==> config.mk <==
export PLATFORM = sky130hd
export DESIGN_NAME = fetch_buffer
export DESIGN_NICKNAME = d
export VERILOG_FILES = /design/src/design/fetch_pkg.sv /design/src/design/line_if.sv /design/src/design/bus_reader.sv /design/src/design/line_queue.sv /design/src/design/pc_tracker.sv /design/src/design/fetch_buffer.sv
export SDC_FILE = /design/constraint.sdc
export NUM_CORES = 1
export LEC_CHECK = 0
export CAP_MARGIN = 20
export CORE_ASPECT_RATIO = 1.4
export CORE_MARGIN = 1.5
export CORE_UTILIZATION = 64
export DETAILED_ROUTE_END_ITERATION = 8
export DONT_BUFFER_PORTS = 1
export HOLD_SLACK_MARGIN = 0.02
export PLACE_DENSITY = 0.82
export SYNTH_ARGS = -nofsm -noshare
export SYNTH_HDL_FRONTEND = slang
export SYNTH_HIERARCHICAL = 1
export SYNTH_SLANG_ARGS = --single-unit
==> constraint.sdc <==
create_clock -name clk -period 14.2 [get_ports clk]
set_input_delay 2.84 -clock clk [delete_from_list [all_inputs] [get_ports clk]]
set_output_delay 2.84 -clock clk [all_outputs]
set_load 0.1 [all_outputs]
==> src/design/fetch_pkg.sv <==
package fetch_pkg;

  // ========================================
  // widths with a meaning on the fetch path
  // ========================================

  // byte address as seen by the fetch unit and the bus
  typedef logic [31:0] addr_t;

  // line number, address bits 31..4
  typedef logic [27:0] tag_t;

  // one cache line of four instruction words
  // word k sits in bits 32k+31 down to 32k
  typedef logic [127:0] line_t;

  // one instruction word
  typedef logic [31:0] inst_t;

  // read response code, zero is okay
  typedef logic [1:0] resp_t;

  // ========================================
  // bus read master states
  // ========================================

  typedef enum logic [1:0] {
    RD_IDLE,
    RD_ADDR,
    RD_DATA
  } reader_state_e;

endpackage

==> src/design/line_if.sv <==
`timescale 1ns/1ps

interface line_if
  import fetch_pkg::*;
#(
  parameter int DEPTH = 4
) ();

  localparam int LVL_W = $clog2(DEPTH) + 1;

  // write side, driven by the bus reader
  logic             push;
  line_t            push_line;
  logic             push_err;

  // queue status
  logic             full;
  logic             empty;
  logic [LVL_W-1:0] level;

  // head of the queue, or the pushed line while empty
  line_t            head_line;
  logic             head_err;
  logic             byp_valid;

  // read side, driven by the pc tracker
  logic             pop;
  logic             flush;

  modport writer (
    output push, push_line, push_err,
    input  full, level
  );

  modport reader (
    output pop, flush,
    input  empty, head_line, head_err, byp_valid
  );

  modport queue (
    input  push, push_line, push_err, pop, flush,
    output full, level, empty, head_line, head_err, byp_valid
  );

endinterface

==> src/design/bus_reader.sv <==
`timescale 1ns/1ps

module bus_reader
  import fetch_pkg::*;
#(
  parameter int    DEPTH    = 4,
  parameter addr_t RESET_PC = 32'h8000_0000
) (
  input  logic   clk,
  input  logic   rst_n,
  // read address channel
  input  logic   ar_ready_i,
  output logic   ar_valid_o,
  output addr_t  ar_addr_o,
  // read data channel
  input  logic   r_valid_i,
  output logic   r_ready_o,
  input  line_t  r_data_i,
  input  resp_t  r_resp_i,
  // from the program counter side
  input  tag_t   tag_i,
  input  logic   flush_i,
  line_if.writer lq
);

  localparam int LVL_W = $clog2(DEPTH) + 1;

  reader_state_e    state_q;
  reader_state_e    state_d;
  addr_t            addr_q;
  logic             stale_q;
  logic [LVL_W-1:0] level;
  tag_t             next_tag;
  logic             start;
  logic             ar_done;
  logic             r_done;

  // ========================================
  // prefetch address
  // ========================================

  // line after the newest one held in the queue
  assign level    = lq.level;
  assign next_tag = tag_i + tag_t'(level);

  assign start   = (state_q == RD_IDLE) && !lq.full;
  assign ar_done = ar_valid_o && ar_ready_i;
  assign r_done  = r_valid_i && r_ready_o;

  always_ff @(posedge clk) begin
    if (rst_n) begin
      addr_q <= {RESET_PC[31:4], 4'b0000};
    end else if (start) begin
      addr_q <= {next_tag, 4'b0000};
    end
  end

  // ========================================
  // read FSM
  // ========================================

  always_comb begin
    state_d = state_q;
    unique case (state_q)
      RD_IDLE: begin
        if (!lq.full) begin
          state_d = RD_ADDR;
        end
      end
      RD_ADDR: begin
        if (ar_done) begin
          state_d = RD_DATA;
        end
      end
      RD_DATA: begin
        if (r_done) begin
          state_d = RD_IDLE;
        end
      end
      default: begin
        state_d = RD_IDLE;
      end
    endcase
  end

  always_ff @(posedge clk) begin
    if (rst_n) begin
      state_q <= RD_IDLE;
      stale_q <= 1'b0;
    end else begin
      state_q <= state_d;
      // a jump while the address is being taken already makes it stale
      if (start) begin
        stale_q <= flush_i;
      end else if (flush_i && state_q != RD_IDLE) begin
        stale_q <= 1'b1;
      end
    end
  end

  // ========================================
  // bus and queue outputs
  // ========================================

  assign ar_valid_o = (state_q == RD_ADDR);
  assign ar_addr_o  = addr_q;
  assign r_ready_o  = (state_q == RD_DATA);

  // response taken in any case, only a live one is pushed
  assign lq.push      = r_done && !stale_q && !flush_i;
  assign lq.push_line = r_data_i;
  assign lq.push_err  = (r_resp_i != 2'b00);

endmodule

==> src/design/line_queue.sv <==
`timescale 1ns/1ps

module line_queue
  import fetch_pkg::*;
#(
  parameter int DEPTH = 4
) (
  input  logic  clk,
  input  logic  rst_n,
  line_if.queue lq
);

  localparam int AW = $clog2(DEPTH);

  // storage, line data plus one error bit per entry
  line_t            mem_q [DEPTH];
  logic [DEPTH-1:0] err_q;

  // pointers carry one extra wrap bit
  logic [AW:0]   wr_ptr_q;
  logic [AW:0]   rd_ptr_q;
  logic [AW-1:0] wr_idx;
  logic [AW-1:0] rd_idx;
  logic          do_push;
  logic          do_pop;

  assign wr_idx = wr_ptr_q[AW-1:0];
  assign rd_idx = rd_ptr_q[AW-1:0];

  assign do_push = lq.push && !lq.full;
  assign do_pop  = lq.pop && !lq.empty;

  // ========================================
  // pointers
  // ========================================

  always_ff @(posedge clk) begin
    if (rst_n) begin
      wr_ptr_q <= '0;
      rd_ptr_q <= '0;
    end else if (lq.flush) begin
      // flush wins over a push in the same cycle
      wr_ptr_q <= '0;
      rd_ptr_q <= '0;
    end else begin
      if (do_push) begin
        wr_ptr_q <= wr_ptr_q + 1'b1;
      end
      if (do_pop) begin
        rd_ptr_q <= rd_ptr_q + 1'b1;
      end
    end
  end

  // ========================================
  // entry storage
  // ========================================

  always_ff @(posedge clk) begin
    if (do_push) begin
      mem_q[wr_idx] <= lq.push_line;
      err_q[wr_idx] <= lq.push_err;
    end
  end

  // ========================================
  // status and head
  // ========================================

  assign lq.empty = (wr_ptr_q == rd_ptr_q);
  assign lq.full  = (wr_ptr_q[AW] != rd_ptr_q[AW]) &&
                    (wr_ptr_q[AW-1:0] == rd_ptr_q[AW-1:0]);
  assign lq.level = wr_ptr_q - rd_ptr_q;

  // empty queue hands the incoming line straight through
  assign lq.byp_valid = lq.empty && lq.push;

  always_comb begin
    if (lq.empty) begin
      lq.head_line = lq.push_line;
      lq.head_err  = lq.push_err;
    end else begin
      lq.head_line = mem_q[rd_idx];
      lq.head_err  = err_q[rd_idx];
    end
  end

endmodule

==> src/design/pc_tracker.sv <==
`timescale 1ns/1ps

module pc_tracker
  import fetch_pkg::*;
#(
  parameter addr_t RESET_PC = 32'h8000_0000
) (
  input  logic   clk,
  input  logic   rst_n,
  input  addr_t  pc_i,
  input  logic   jmp_flush_i,
  output tag_t   tag_o,
  output logic   inst_valid_o,
  output inst_t  inst_o,
  output logic   inst_err_o,
  line_if.reader lq
);

  tag_t  tag_q;
  tag_t  pc_tag;
  logic  line_hit;
  line_t head;

  assign pc_tag   = pc_i[31:4];
  assign line_hit = (pc_tag == tag_q);

  // ========================================
  // buffer tag
  // ========================================

  // the tag names the line at the head of the queue
  always_ff @(posedge clk) begin
    if (rst_n) begin
      tag_q <= RESET_PC[31:4];
    end else if (jmp_flush_i || !line_hit) begin
      tag_q <= pc_tag;
    end
  end

  assign tag_o = tag_q;

  // ========================================
  // queue control
  // ========================================

  // leaving the line retires the head, a jump drops everything
  assign lq.flush = jmp_flush_i;
  assign lq.pop   = !jmp_flush_i && !line_hit && !lq.empty;

  // ========================================
  // instruction select
  // ========================================

  assign head = lq.head_line;

  assign inst_valid_o = line_hit && (!lq.empty || lq.byp_valid);

  always_comb begin
    unique case (pc_i[3:2])
      2'd0: inst_o = head[31:0];
      2'd1: inst_o = head[63:32];
      2'd2: inst_o = head[95:64];
      2'd3: inst_o = head[127:96];
      default: inst_o = head[31:0];
    endcase
  end

  // error travels with the whole line
  assign inst_err_o = lq.head_err;

endmodule

==> src/design/fetch_buffer.sv <==
`timescale 1ns/1ps

module fetch_buffer
  import fetch_pkg::*;
#(
  parameter int    DEPTH    = 4,
  parameter addr_t RESET_PC = 32'h8000_0000
) (
  input  logic  clk,
  input  logic  rst_n,
  // read address channel
  output logic  ar_valid_o,
  input  logic  ar_ready_i,
  output addr_t ar_addr_o,
  // read data channel
  input  logic  r_valid_i,
  output logic  r_ready_o,
  input  line_t r_data_i,
  input  resp_t r_resp_i,
  // fetch unit side
  input  addr_t pc_i,
  input  logic  jmp_flush_i,
  output logic  inst_valid_o,
  output inst_t inst_o,
  output logic  inst_err_o
);

  tag_t buf_tag;

  // ========================================
  // queue link between the blocks
  // ========================================

  line_if #(
    .DEPTH (DEPTH)
  ) u_lq ();

  // ========================================
  // bus side
  // ========================================

  bus_reader #(
    .DEPTH    (DEPTH),
    .RESET_PC (RESET_PC)
  ) u_reader (
    .clk        (clk),
    .rst_n      (rst_n),
    .ar_ready_i (ar_ready_i),
    .ar_valid_o (ar_valid_o),
    .ar_addr_o  (ar_addr_o),
    .r_valid_i  (r_valid_i),
    .r_ready_o  (r_ready_o),
    .r_data_i   (r_data_i),
    .r_resp_i   (r_resp_i),
    .tag_i      (buf_tag),
    .flush_i    (u_lq.flush),
    .lq         (u_lq.writer)
  );

  // ========================================
  // program counter side
  // ========================================

  pc_tracker #(
    .RESET_PC (RESET_PC)
  ) u_tracker (
    .clk          (clk),
    .rst_n        (rst_n),
    .pc_i         (pc_i),
    .jmp_flush_i  (jmp_flush_i),
    .tag_o        (buf_tag),
    .inst_valid_o (inst_valid_o),
    .inst_o       (inst_o),
    .inst_err_o   (inst_err_o),
    .lq           (u_lq.reader)
  );

  // line storage
  line_queue #(
    .DEPTH (DEPTH)
  ) u_queue (
    .clk   (clk),
    .rst_n (rst_n),
    .lq    (u_lq.queue)
  );

endmodule

# ---- Word-level counts from Yosys, hierarchy flattened
# Memories as Yosys holds them, arrays and structs flattened. A register that Yosys moved wholly into a read port is not among the register bits.
# Index checks and enable logic that the tools add are counted.
dict set report classes {
  n_addsub 4
  order_cmp 3
  n_eq_ne 12
  mux 18
  reduce_logical 28
}
# operator n
set ops {}
lappend ops {{two-way mux 128 bit} 1}
lappend ops {{case mux 32 bit (4 select lines)} 1}
lappend ops {{adder 28 x 3 -> 28 bit} 1}
lappend ops {{== test 28 bit} 1}
lappend ops {{logical AND 1 bit} 14}
lappend ops {{two-way mux 2 bit} 5}
lappend ops {{two-way mux 1 bit} 7}
lappend ops {{adder 3 x 1 -> 3 bit (second input constant)} 2}
lappend ops {{== test 2 bit (second input constant)} 3}
lappend ops {{less-than comparator 2 x 3 -> 1 bit (second input constant)} 2}
lappend ops {{!= test 2 bit (second input constant)} 3}
lappend ops {{case mux 2 bit (3 select lines)} 1}
lappend ops {{nonzero test 2 bit} 3}
lappend ops {{logical NOT 1 bit} 5}
lappend ops {{bitwise mux 4 bit} 1}
lappend ops {{== test 2 x 1 -> 1 bit (second input constant)} 2}
lappend ops {{logical NOT 2 bit} 2}
lappend ops {{== test 3 bit} 1}
lappend ops {{AND reduction 3 bit} 1}
lappend ops {{subtractor 3 bit} 1}
lappend ops {{binary-select mux 1 bit (select 2 bit)} 1}
lappend ops {{demux 1 bit (select 2 bit)} 1}
lappend ops {{== test 2 bit} 1}
lappend ops {{>= comparator 2 x 1 -> 1 bit (second input constant)} 1}
lappend ops {{3 further kinds} 4}
dict set report totals {
  regBits 69
  mem_bits_rw 512
  inputBits 167
  output_inout_bits 68
  wordCells 73
  n_memories 1
}
# memory words width read_ports rd_clocked_by_memory_dff wr line_no
set memory_table {}
lappend memory_table {u_queue.mem_q 4 128 1 1 1 line_queue.sv:16} ;# line_t mem_q [DEPTH];

# ---- Logic depth before layout (Yosys ltp)
# Gate-level depths: netlist of the first run.
dict set report logic_depth {
  depth_word 7
  ltp_mapped 12
  ltp_nobuf 11
}

# ---- Hierarchy
# The synthesis of the first run kept the hierarchy.
# module instances cells_each area_per_inst_um2 seq_area_each_um2
set modules_own_cells {}
lappend modules_own_cells {line_queue 1 878 20995.1 15655.0}
lappend modules_own_cells {bus_reader 1 337 2705.1 620.6}
lappend modules_own_cells {pc_tracker 1 139 1868.0 560.5}

# ---- Least setup slack after synthesis of the first run
# No wires, ideal clock.
dict set report synth_timing {
  path_type {input-to-reg}
  from {in jmp_flush_i}
  to {reg u_queue.err_q[3], enable pin}
  setup_ps 775
  arrival_ps 12241
  required_time_ps 13425
  setup_slack_ps 1183
  stages 4
  n_path_buf 1
  cell_sequence {buf_4 -> nor4b_1 -> inv_1 -> nor3_1}
}
dict set report synth_between {
  elab_chain_cells 3
}
# item line_no
set synth_rtl {}
lappend synth_rtl {{start: declaration} fetch_buffer.sv:22} ;# input logic jmp_flush_i,
lappend synth_rtl {{logical NOT 1 bit} bus_reader.sv:110} ;# assign lq.push = r_done && !stale_q && !flush_i;
lappend synth_rtl {{logical AND 1 bit} bus_reader.sv:110}
lappend synth_rtl {{via u_lq.push} line_if.sv:12} ;# logic push;
lappend synth_rtl {{logical AND 1 bit} line_queue.sv:30} ;# assign do_push = lq.push && !lq.full;
lappend synth_rtl {{end signal: indexed assignment} line_queue.sv:62} ;# err_q[wr_idx] <= lq.push_err;
lappend synth_rtl {{end: declaration} line_queue.sv:17} ;# logic [DEPTH-1:0] err_q;
# The timed path passes the listed nets, and every way through them passes these cells.
# A chain may end at the register's enable or synchronous reset.

# ---- Worst setup path after layout of the first run
dict set report layout_timing {
  from {in r_valid_i}
  to {out inst_valid_o}
}
dict set report layout_between {
  elab_chain_cells 6
}
# item line_no
set layout_rtl {}
lappend layout_rtl {{start: declaration} fetch_buffer.sv:16} ;# input logic r_valid_i,
lappend layout_rtl {{logical AND 1 bit} bus_reader.sv:48} ;# assign r_done = r_valid_i && r_ready_o;
lappend layout_rtl {{logical AND 1 bit (2 in a row)} bus_reader.sv:110}
lappend layout_rtl {{via u_lq.push} line_if.sv:12}
lappend layout_rtl {{logical AND 1 bit} line_queue.sv:76} ;# assign lq.byp_valid = lq.empty && lq.push;
lappend layout_rtl {{via u_lq.byp_valid} line_if.sv:24} ;# logic byp_valid;
lappend layout_rtl {{logical OR 1 bit} pc_tracker.sv:56} ;# assign inst_valid_o = line_hit && (!lq.empty || lq.byp_valid);
lappend layout_rtl {{logical AND 1 bit} pc_tracker.sv:56}
lappend layout_rtl {{end: declaration} fetch_buffer.sv:23} ;# output logic inst_valid_o,
# The timed path passes the listed nets, and every way through them passes these cells.

==> run_results.csv, run 1 <==
group,metric,value,unit
timing,fmaxAchievable,0.1346,GHz
clock_tree,clkSinkCount,583,
timing,setup-tns-final,0,ns
worst_setup_path,critPathKind,"in -> out",
placed_design,place.port_buffers,0,
detailed_routing,drt_first_iter_violations,899,
clock_tree,tritoncts_clock_tree,"done",
power,power_frac_comb,5.0,%
synth,synthArstFlopShare,0,%
timing,report.final.hold_viol_count,0,
global_routing,vias_in_the_first_global_route,12460,
final_layout,layout.filler_cells,2492,
timing,worst_slew_margin_rel,23.58,%
timing,final.setup_skew,0.03604,ns
timing,post-route-min-period,7.429,ns
power,vdd_ir_drop_max,126.3,µV
power,cellInternalPower,2729,µW
clock_tree,cts_htree_levels,2,
detailed_routing,routed_via_density,6.379,
timing,setup_repair_after_global_routing_missed_its_margin,"false",
floorplan,die_area,41180,µm²
placed_design,gp_congestion,0.8133,
worst_setup_path,critical_path.top_delay_family,"simple AND/OR/NAND/NOR gates",
worst_setup_path,critical_path_peak_fanout,4,
synth,ys_warn_count,6,
synth,synth_sequential_area_ratio,65.85,%
clock_tree,clk-insertion-delay-late,0.58,ns
final_layout,post-route-util,67.82,%
clock_tree,cts_max_path_buffers,3,
floorplan,initial_core_util,64.92,%
global_routing,grt.total_usage,23.74,%
synth,synth_most_common_cell,"edfxtp_1",
clock_tree,cts_root_buffer,"clkbuf_16",
global_routing,largest_net_degree_at_the_start_of_global_routing,130,
global_routing,grt_overflow,0,
global_routing,first_pass_grt_wire_length,72650,µm
power,netSwitchingFraction,22.40,%
worst_setup_path,crit_path_top_delay_cell,"o2111a_1",
synth,average_size_of_a_mapped_cell,18.88,µm²
synth,synth_commonest_cells,"516 x edfxtp_1, 161 x mux4_2, 135 x buf_4, 90 x mux2_4, 67 x dfxtp_1",
detailed_routing,post_drt_wl_per_cell,26.43,µm
synth,synth.top_cell.area_share,60.60,%
synth,synth_flop_cell,"edfxtp_1",
floorplan,std_cell_rows,86,
synth,total_of_flip_flops_plus_latches_after_synthesis,583,
placed_design,hpwl,27200,µm
final_layout,antenna_cells,0,
worst_setup_path,critPathMaxStageDelay,0.85,ns
clock_tree,clock_pin_slew_on_the_worst_setup_and_hold_paths,0.06,ns
detailed_routing,drt_drc_violations_left,0,
clock_tree,cts_buffers,52,
worst_setup_path,slack_of_the_worst_reg_to_reg_path,9.46,ns
synth,synth_top_cell_by_area,"edfxtp_1",
final_layout,post_route_cells_drive_above_1_share,32.02,%
power,static-leakage-power,0.008629,µW
synth,cell_types_with_the_largest_area_share_after_synthesis,"edfxtp_1 61%, mux4_2 14%, mux2_4 5.3%, dfxtp_1 5.2%, buf_4 4.0%",
timing,hold-worst-slack,0.5066,ns
floorplan,coreArea,39380,µm²
placed_design,pre_cts_ws,6.768,ns
timing,finalSetupViolCount,0,
detailed_routing,routed-wl-met3,3679,µm
worst_setup_path,setup.worst_path.start_class,"primary input",
worst_setup_path,critical_path.cell_chain,"inv_1 > nor4b_1 > and3_1 > o2111a_1",
power,p_sw,787.7,µW
worst_setup_path,critical_path.endpoint_type,"primary output",
synth,yosys.cell_types.count,55,
detailed_routing,detail_route.wirelength.met1,17820,µm
synth,synth_cells,1354,
run,cap_violations,0,
detailed_routing,highest-signal-layer,"met4",
clock_tree,post_cts_resized,0,
clock_tree,post-cts-setup-buffer-count,0,
power,ratio_of_total_power_to_cell_area,131.7,nW/µm²
detailed_routing,postRouteAntennaNets,0,
timing,tightestPinTransition,1.141,ns
timing,final_period_utilization,52.32,%
synth,synthesis.area,25570,µm²
run_status,status,"complete, no violations",
timing,setup_slack,6.771,ns
worst_setup_path,timing.critical_path.buf_inv,1,
detailed_routing,wl_met2,24910,µm
detailed_routing,num_vias,11480,
worst_hold_path,worstHoldPathType,"reg -> reg",
worst_setup_path,crit_arrival,4.59,ns
synth,synth_edf_count,516,
power,power_frac_clock,39.6,%
detailed_routing,routed_wl,47550,µm
power,seq_power_share,55.5,%
floorplan,die_h,239.5,µm
timing,slew_violations,0,
floorplan,io_pins,235,
clock_tree,cts_hold_buf,0,
final_layout,synthToLayoutAreaGrowth,4.458,%
detailed_routing,detail_route.first_pass.iterations,5,
global_routing,number_of_antenna_violations_at_the_first_check_in_global_routing,0,
worst_setup_path,cp_data_required_time,11.36,ns
floorplan,die_width,171.9,µm
final_layout,num-nets-final,1406,
worst paths after layout:
path                            cells past startpoint                start                   end
worst min register to register                      2     u_reader/stale_q      u_reader/stale_q
worst max-delay path                                4            r_valid_i          inst_valid_o
worst min-delay path                                2     u_reader/stale_q      u_reader/stale_q
worst max register to register                      6  u_reader/state_q[1]  u_queue/mem_q[0][44]
kinds of logic (layout without fill, tap and decap cells):
logic type	after synthesis	after routing	synth area share (%)
adders and majority gates	12	12	0.6460
AOI/OAI and AO/OA	68	68	1.595
DFF	583	583	65.85
xor gates and xnor gates	53	53	1.845
other	1	4	0.01467
and+or+nand+nor	126	126	2.970
buffers and inverters	216	130	5.701
muxes	295	295	21.38
flip-flops by register name, summed over array words and instances (netlist names), named ones only:
register	count
u_queue/rd_ptr_q	3
u_queue/wr_ptr_q	3
u_queue/mem_q	512
u_reader/ar_addr_o	28
u_reader/state_q	2
u_reader/stale_q	1
u_queue/err_q	4
u_tracker/tag_o	28
tightest hold or removal path: cells and delay by family (launching register included):
family             cells  cell delay (ns)
DFF                    1             0.34
AOI/OAI and AO/OA      1             0.05
and+or+nand+nor        1             0.09
layout by cell type (no fill, tap or decap), drive strengths merged, types with 5 or more instances in the layout:
master	instances
nand4	15
o211ai	5
and2	5
bufinv	5
clkbuf	63
mux2	129
edfxtp	516
inv	20
xnor2	42
clkinv	26
mux2i	5
nand2	22
mux4	161
dfxtp	67
nor2b	29
a211oi	6
buf	14
nor4	6
o21ai	23
xor2	11
a21oi	25
nor2	13
nor3	9
and4	5
ha	10
power groups by stage:
stage	sequential, µW	clock [µW]	combinational [µW]
floorplan	1980	0	203
global placement	1990	0	173
detailed placement	1990	0	175
CTS	1950	1420	176
global route	1950	1480	182
finish	1950	1390	175
routing by layer:
metal / vias to the layer above / GRT usage (%)
li1: 4984 / -
met1: 6009 / 29.56
met2: 404 / 40.91
met3: 79 / 6.147
met4: 0 / 7.062
met5: - / 0
stage by stage:
stage	instance area (µm²)	total power [µW]	instances
after global placement	24990	2159	1700
final	26710	3517	1799
after CTS	26700	3543	1798
after floorplan	25580	2185	1357
after detailed placement	24990	2162	1700
after global routing	26710	3612	1799
layout make-up:
| type | count | area, µm² | share of cell area [%] |
|---|---|---|---|
| Tap cell | 528 | 660.6 | 2.474 |
| Multi-Input combinational cell | 558 | 7311 | 27.37 |
| Sequential cell | 583 | 16840 | 63.07 |
| Clock inverter | 35 | 312.8 | 1.171 |
| Inverter | 18 | 67.56 | 0.2530 |
| Clock buffer | 63 | 1395 | 5.223 |
| Timing Repair Buffer | 14 | 117.6 | 0.4404 |
Note: power is estimated with default switching activity, not from simulation.
==> inputs of run 2 (changes only) <==
--- a/config.mk
+++ b/config.mk
@@ -5,14 +5,15 @@
 export SDC_FILE = /design/constraint.sdc
 export NUM_CORES = 1
 export LEC_CHECK = 0
+export ABC_AREA = 1
 export CAP_MARGIN = 20
 export CORE_ASPECT_RATIO = 1.4
 export CORE_MARGIN = 1.5
-export CORE_UTILIZATION = 64
+export CORE_UTILIZATION = 58
 export DETAILED_ROUTE_END_ITERATION = 8
 export DONT_BUFFER_PORTS = 1
 export HOLD_SLACK_MARGIN = 0.02
-export PLACE_DENSITY = 0.82
+export PLACE_DENSITY = 0.78
 export SYNTH_ARGS = -nofsm -noshare
 export SYNTH_HDL_FRONTEND = slang
 export SYNTH_HIERARCHICAL = 1
==> constraint.sdc (replaced) <==
create_clock -name clk -period 6.05 [get_ports clk]
set_input_delay 1.21 -clock clk [delete_from_list [all_inputs] [get_ports clk]]
set_output_delay 1.21 -clock clk [all_outputs]
set_load 0.1 [all_outputs]
==> run 2 against run 1 <==
Effect of this change:
- critical path depth rose by 8
- global-route usage up 5.3 points
- total power grew 140%
- sequential power rose by 130%
- die area up 16%
- synthesized cell count rose by 110%
- cell count grew 89%
- non-clock buffer count increased by 41
- hold slack got worse by 0.033 ns
- clock power is 140% higher
==> run_results.csv, run 2 <==
group,metric,value,unit
synth,synthesis.area,26980,µm²
clock_tree,clkSinkCount,583,
global_routing,number_of_antenna_violations_at_the_first_check_in_global_routing,2,
worst_setup_path,launch_point_of_the_critical_path,"u_queue/wr_ptr_q[0]",
placed_design,gp_congestion,0.8873,
synth,synth.top_cell.area_share,57.44,%
timing,fmaxAchievable,0.1811,GHz
timing,final_period_utilization,91.29,%
detailed_routing,post_drt_wl_per_cell,20.39,µm
global_routing,vias_in_the_first_global_route,18520,
placed_design,place.port_buffers,0,
timing,slew_violations,0,
clock_tree,clock_pin_slew_on_the_worst_setup_and_hold_paths,0.07,ns
global_routing,first_pass_grt_wire_length,104500,µm
power,netSwitchingFraction,23.76,%
power,ratio_of_total_power_to_cell_area,296.9,nW/µm²
worst_setup_path,timing.critical_path.buf_inv,5,
placed_design,hpwl,41690,µm
synth,total_of_flip_flops_plus_latches_after_synthesis,583,
global_routing,largest_net_degree_at_the_start_of_global_routing,257,
timing,hold-worst-slack,0.4732,ns
worst_setup_path,critPathKind,"reg -> out",
final_layout,mostFrequentLayoutCells,"841 x nand2_1, 641 x nor2_1, 516 x edfxtp_1",
clock_tree,cts_max_path_buffers,3,
worst_setup_path,critical_path_cell_count,12,
clock_tree,cts_hold_buf,0,
floorplan,die_h,258.2,µm
worst_setup_path,critical_path.cell_chain,"inv_1 > ha_1 > nand2_1 > inv_1 > nand3_4 > inv_4 > buf_4 > nand2_1 > nand2_1 > nand2_1 > nand4_1 > buf_4",
floorplan,initial_core_util,58.69,%
final_layout,synthToLayoutAreaGrowth,5.631,%
synth,synth_cells,2893,
floorplan,io_pins,235,
clock_tree,clk-insertion-delay-late,0.61,ns
synth,cell_types_with_the_largest_area_share_after_synthesis,"edfxtp_1 57%, nand2_1 12%, nor2_1 9.0%, dfxtp_1 5.0%, o21ai_0 4.8%",
worst_hold_path,worstHoldPathType,"reg -> reg",
synth,synth_most_common_cell,"nand2_1",
final_layout,num-nets-final,2916,
worst_setup_path,cp_data_required_time,4.84,ns
detailed_routing,routed_wl,69180,µm
worst_setup_path,critical_path_peak_fanout,48,
worst_setup_path,timing.rr.end,"u_queue/mem_q[3][27]",
power,static-leakage-power,0.01121,µW
synth,synth_sequential_area_ratio,62.41,%
power,seq_power_share,54.2,%
worst_setup_path,critical_path.endpoint_type,"primary output",
final_layout,layout_commonest_cell,"nand2_1",
clock_tree,cts_root_buffer,"clkbuf_16",
detailed_routing,routed_via_density,5.630,
worst_setup_path,critPathCapture,"inst_o[22]",
timing,setup_repair_after_global_routing_missed_its_margin,"false",
global_routing,grt.total_usage,29.02,%
detailed_routing,drt_first_iter_violations,2181,
floorplan,die_width,185.3,µm
power,cellInternalPower,6451,µW
worst_setup_path,critical_path.top_delay_family,"buffers and inverters",
worst_setup_path,crit_top_cell,"nand2_1",
detailed_routing,postRouteAntennaNets,0,
timing,post-route-min-period,5.523,ns
detailed_routing,detail_route.first_pass.iterations,6,
synth,average_size_of_a_mapped_cell,9.325,µm²
detailed_routing,num_vias,19100,
final_layout,post_route_cells_drive_above_1_share,6.234,%
timing,report.final.hold_viol_count,0,
final_layout,max_flop_register,"u_queue/mem_q",
power,power_frac_clock,39.8,%
run_status,status,"complete, no violations",
synth,synth_flop_cell,"edfxtp_1",
final_layout,antenna_cells,0,
worst_setup_path,worstRegToRegCells,8,
synth,ys_warn_count,6,
global_routing,grt_overflow,0,
clock_tree,tritoncts_clock_tree,"done",
detailed_routing,drt_drc_violations_left,0,
clock_tree,cts_buffers,54,
clock_tree,post-cts-setup-buffer-count,0,
clock_tree,post_cts_resized,0,
synth,synth_edf_count,516,
synth,yosys.cell_types.count,32,
timing,finalSetupViolCount,0,
final_layout,largest_register_ffs,512,
power,power_frac_comb,6.0,%
worst_setup_path,crit_path_top_delay_cell,"inv_4",
synth,synth_top_cell_by_area,"edfxtp_1",
power,total_power,8461,µW
worst_setup_path,critPathMaxStageDelay,0.74,ns
floorplan,coreArea,45960,µm²
timing,worst_slew_margin_rel,19.40,%
timing,tightestPinTransition,1.209,ns
worst_setup_path,crit_arrival,4.31,ns
synth,synthArstFlopShare,0,%
floorplan,std_cell_rows,93,
final_layout,layout.filler_cells,3553,
worst_setup_path,setup.worst_path.start_class,"register",
worst_setup_path,reg2reg_from,"u_reader/state_q[1]",
clock_tree,cts_htree_levels,2,
floorplan,die_area,47830,µm²
timing,final.setup_skew,0.01736,ns
synth,synth_commonest_cells,"841 x nand2_1, 648 x nor2_1, 516 x edfxtp_1, 258 x o21ai_0, 146 x buf_4",
run,cap_violations,0,
worst_setup_path,slack_of_the_worst_reg_to_reg_path,2.38,ns
power,vdd_ir_drop_max,355.9,µV
power,p_sw,2010,µW
[run 2: cell types whose count changed after synthesis, moves of 90 or more]
cell	delta
nand2_1	+819
nor2_1	+635
o21ai_0	+235
mux4_2	-161
inv_1	+112
mux2_4	-90
[run 2: worst register-to-register path: stages (launching register included)]
cell and delay (ns):
dfxtp_1 0.37, inv_1 0.06, nor2_2 0.07, buf_4 0.30
nand2_1 0.09, nor3_1 0.73, nand2_1 0.26, nor2_4 0.94
buf_4 0.49
[run 2: layout make-up]
type | instances | area (µm²) | area share, %
repair buffers | 55 | 558.0 | 1.958
clock buffers | 67 | 1495 | 5.247
multi-input cells | 1906 | 8050 | 28.25
flip-flops and latches | 583 | 16840 | 59.11
inverters | 137 | 524.3 | 1.840
well taps | 617 | 772.0 | 2.709
clock inverters | 27 | 252.7 | 0.8869
[run 2: logic make-up (layout without fill, tap and decap cells)]
group           count (synthesis)  in the layout  share of synthesized area, %
flops                         583            583                         62.41
fa+ha+maj                      12             12                        0.6122
compound gates                290            290                         5.431
simple gates                 1585           1585                         23.01
other cells                     1              4                       0.01390
xor+xnor                       15             15                        0.4870
buf+inv                       407            286                         8.033
[run 2: per-stage QoR]
step	std cells	setup WS (ns)	utilization [%]	instance area (µm²)	TNS (ns)
2_1_floorplan	2896	-0.2327	-	27000	-90.04
3_3_place_gp	3297	1.256	58.15	26730	0
3_5_place_dp	3297	1.208	58.15	26730	0
4_1_cts	3391	0.5292	61.95	28480	0
5_1_grt	3392	0.3170	62.00	28500	0
6_report	3392	0.5272	62.00	28500	0
[run 2: worst min-delay path by stage]
stage | start | endpoint | slack [ns] | cells past startpoint
finish | u_reader/stale_q | u_reader/stale_q | 0.47 | 2
global route | u_reader/stale_q | u_reader/stale_q | 0.49 | 2
CTS | u_reader/stale_q | u_reader/stale_q | 0.48 | 2
detailed placement | u_reader/stale_q | u_reader/stale_q | 0.46 | 2
global placement | u_reader/stale_q | u_reader/stale_q | 0.45 | 2
floorplan | u_reader/stale_q | u_reader/stale_q | 0.44 | 2
[run 2: power groups by stage]
stage	registers, µW	clock network [µW]	logic [µW]
after floorplan	4660	0	484
after global placement	4670	0	494
after detailed placement	4670	0	499
after CTS	4580	3400	503
after global routing	4590	3560	542
final	4580	3370	507
[run 2: routing by layer]
metal  vias to the layer above  global-route usage (%)  share of wire [%]
met5                         -                       0              0.022
met4                         2                   16.64                5.9
met3                       155                   7.093                 10
met2                       953                   47.71                 48
met1                      9008                   34.73                 35
li1                       8979                       -                  -
==> inputs of run 3 (changes only) <==
--- a/config.mk
+++ b/config.mk
@@ -7,8 +7,8 @@
 export LEC_CHECK = 0
 export ABC_AREA = 1
 export CAP_MARGIN = 20
-export CORE_ASPECT_RATIO = 1.4
-export CORE_MARGIN = 1.5
+export CORE_ASPECT_RATIO = 0.7
+export CORE_MARGIN = 4
 export CORE_UTILIZATION = 58
 export DETAILED_ROUTE_END_ITERATION = 8
 export DONT_BUFFER_PORTS = 1
==> constraint.sdc (replaced) <==
create_clock -name clk -period 6.05 [get_ports clk]
set_input_delay 0.605 -clock clk [delete_from_list [all_inputs] [get_ports clk]]
set_output_delay 0.605 -clock clk [all_outputs]
set_load 0.1 [all_outputs]
==> run 3 against run 2 <==
Effect of this change:
- maximum frequency rose by 29%
- design area rose by 1.2%
- routed wire length rose by 3.1%
- die area rose by 4.7%
- global-route usage fell by 1.2 points
- clock-buffer cell count fell by 4
==> run_results.csv, run 3 (synthesized netlist as in run 2, its figures left out) <==
group,metric,value,unit
run,cap_violations,0,
global_routing,first_pass_grt_wire_length,108100,µm
detailed_routing,detail_route.first_pass.iterations,6,
power,static-leakage-power,0.01134,µW
run_status,status,"complete, no violations",
worst_setup_path,worstRegToRegCells,8,
final_layout,synthToLayoutAreaGrowth,6.948,%
final_layout,mostFrequentLayoutCells,"841 x nand2_1, 641 x nor2_1, 516 x edfxtp_1",
floorplan,std_cell_rows,65,
worst_setup_path,critical_path.cell_chain,"inv_6 > buf_4 > o21ai_0 > nand2_1 > nand2_1 > nand2_1 > nand2_1 > nand4_1 > buf_16",
final_layout,layout.filler_cells,3434,
final_layout,multiInputGateArea,8050,µm²
power,total_power,8563,µW
placed_design,pre_cts_ws,2.381,ns
floorplan,die_area,50080,µm²
worst_setup_path,crit_top_cell,"nand2_1",
placed_design,hpwl,44360,µm
worst_setup_path,setup.worst_path.start_class,"register",
final_layout,sequential_cell_area,16840,µm²
power,vdd_ir_drop_max,242.3,µV
final_layout,post_route_cells_drive_above_1_share,6.192,%
floorplan,initial_core_util,59.23,%
timing,final_period_utilization,70.63,%
worst_setup_path,crit_arrival,3.67,ns
detailed_routing,postRouteAntennaNets,0,
timing,post-route-min-period,4.273,ns
global_routing,largest_net_degree_at_the_start_of_global_routing,189,
clock_tree,cts_htree_levels,2,
timing,setup_repair_after_global_routing_missed_its_margin,"false",
final_layout,largest_register_ffs,512,
timing,fmaxAchievable,0.2340,GHz
power,ratio_of_total_power_to_cell_area,296.8,nW/µm²
detailed_routing,drt_drc_violations_left,0,
clock_tree,cts_root_buffer,"clkbuf_16",
worst_setup_path,reg2reg_from,"u_reader/state_q[1]",
placed_design,place.port_buffers,0,
timing,worst_slew_margin_rel,24.12,%
final_layout,num-nets-final,2916,
clock_tree,post_cts_resized,0,
timing,slew_violations,0,
worst_hold_path,timing.hold.worst_endpoint,"u_tracker/tag_o[20]",
timing,hold-worst-slack,0.09413,ns
detailed_routing,post_drt_wl_per_cell,21.10,µm
worst_setup_path,slack_of_the_worst_reg_to_reg_path,2.37,ns
timing,final.setup_skew,0.02386,ns
worst_setup_path,cp_data_required_time,5.44,ns
final_layout,layout_commonest_cell,"nand2_1",
clock_tree,cts_buffers,53,
worst_setup_path,crit_path_top_delay_cell,"dfxtp_4",
detailed_routing,routed_wl,71350,µm
final_layout,layoutNonFillerInstCount,3382,
clock_tree,cts_hold_buf,0,
clock_tree,clkSinkCount,583,
final_layout,max_flop_register,"u_queue/mem_q",
floorplan,die_width,265.8,µm
detailed_routing,drt_first_iter_violations,2391,
global_routing,grt_overflow,0,
global_routing,grt.total_usage,27.78,%
worst_setup_path,critical_path_peak_fanout,89,
timing,setup_slack,1.777,ns
floorplan,coreArea,45540,µm²
placed_design,numPlacedInstances,3284,
floorplan,die_h,188.4,µm
detailed_routing,num_vias,19220,
worst_hold_path,hold-path-cell-count,1,
worst_setup_path,critPathMaxStageDelay,0.91,ns
global_routing,vias_in_the_first_global_route,18150,
clock_tree,cts_max_path_buffers,3,
timing,finalSetupViolCount,0,
clock_tree,clk-insertion-delay-late,0.59,ns
timing,report.final.hold_viol_count,0,
worst_setup_path,critical_path.endpoint_type,"primary output",
placed_design,gp_congestion,0.9068,
clock_tree,post-cts-setup-buffer-count,0,
final_layout,post-route-util,63.35,%
worst_hold_path,source_of_the_worst_hold_timing_path,"rst_n",
worst_setup_path,critPathKind,"reg -> out",
clock_tree,clock_pin_slew_on_the_worst_setup_and_hold_paths,0.06,ns
timing,tightestPinTransition,1.137,ns
global_routing,number_of_antenna_violations_at_the_first_check_in_global_routing,2,
worst_hold_path,worstHoldPathType,"in -> reg",
clock_tree,tritoncts_clock_tree,"done",
detailed_routing,routed_via_density,5.683,
worst_setup_path,timing.rr.end,"u_queue/mem_q[2][101]",
floorplan,io_pins,235,
[run 3: cell types whose count changed in the layout (fill, tap and decap cells not counted), sizes merged]
cell	before	now
buf	55	56
inv	139	138
clkinv	20	23
bufinv	4	7
clkbuf	67	63
clkinvlp	1	2
diode	0	1
[run 3: cell type report]
cell class                 instances  share of cell area, %
antenna                            1               0.008673
clock buffer                      63                  4.835
multi-input combinational       1906                  27.90
tap                              603                  2.615
timing repair buffer              56                  3.235
inverter                         137                  1.817
clock inverter                    33                  1.206
sequential                       583                  58.38
[run 3: per-stage QoR]
stage	instance area (µm²)	setup TNS, ns
global route	28850	0
detailed placement	27090	0
global placement	26560	0
floorplan	27000	-90.04
CTS	28830	0
finish	28850	0
[run 3: report_power, final]
part,total [µW],internal (µW),switching [µW]
combinational,578,171,407
clock,3390,1940,1450
sequential,4590,4410,183
total,8560,6520,2040
[run 3: worst max path at each step]
stage | slack (ns) | depth (start not counted) | endpoint | startpoint
after CTS | 1.85 | 9 | inst_o[25] | register
after global routing | 1.63 | 9 | inst_o[25] | register
after global placement | 2.14 | 8 | inst_o[12] | register
final | 1.78 | 9 | inst_o[25] | register
after detailed placement | 2.38 | 8 | u_queue/mem_q[2][9] | u_reader/state_q[1]
after floorplan | -0.23 | 6 | u_queue/err_q[0] | u_reader/state_q[1]
[run 3: routing by layer]
layer / vias up / GRT usage, % / part of all wire [%]
li1: 8972 / - / -
met1: 9079 / 39.91 / 40
met2: 1051 / 42.28 / 45
met3: 117 / 7.701 / 12
met4: 0 / 7.332 / 2.6
met5: - / 0 / 0
[run 3: critical path, delay by kind of cell, from the launching register on]
| family | cells | cell delay, ns |
|---|---|---|
| DFF | 1 | 0.91 |
| and+or+nand+nor | 5 | 0.64 |
| buffers and inverters | 3 | 1.11 |
| AOI/OAI and AO/OA | 1 | 0.34 |
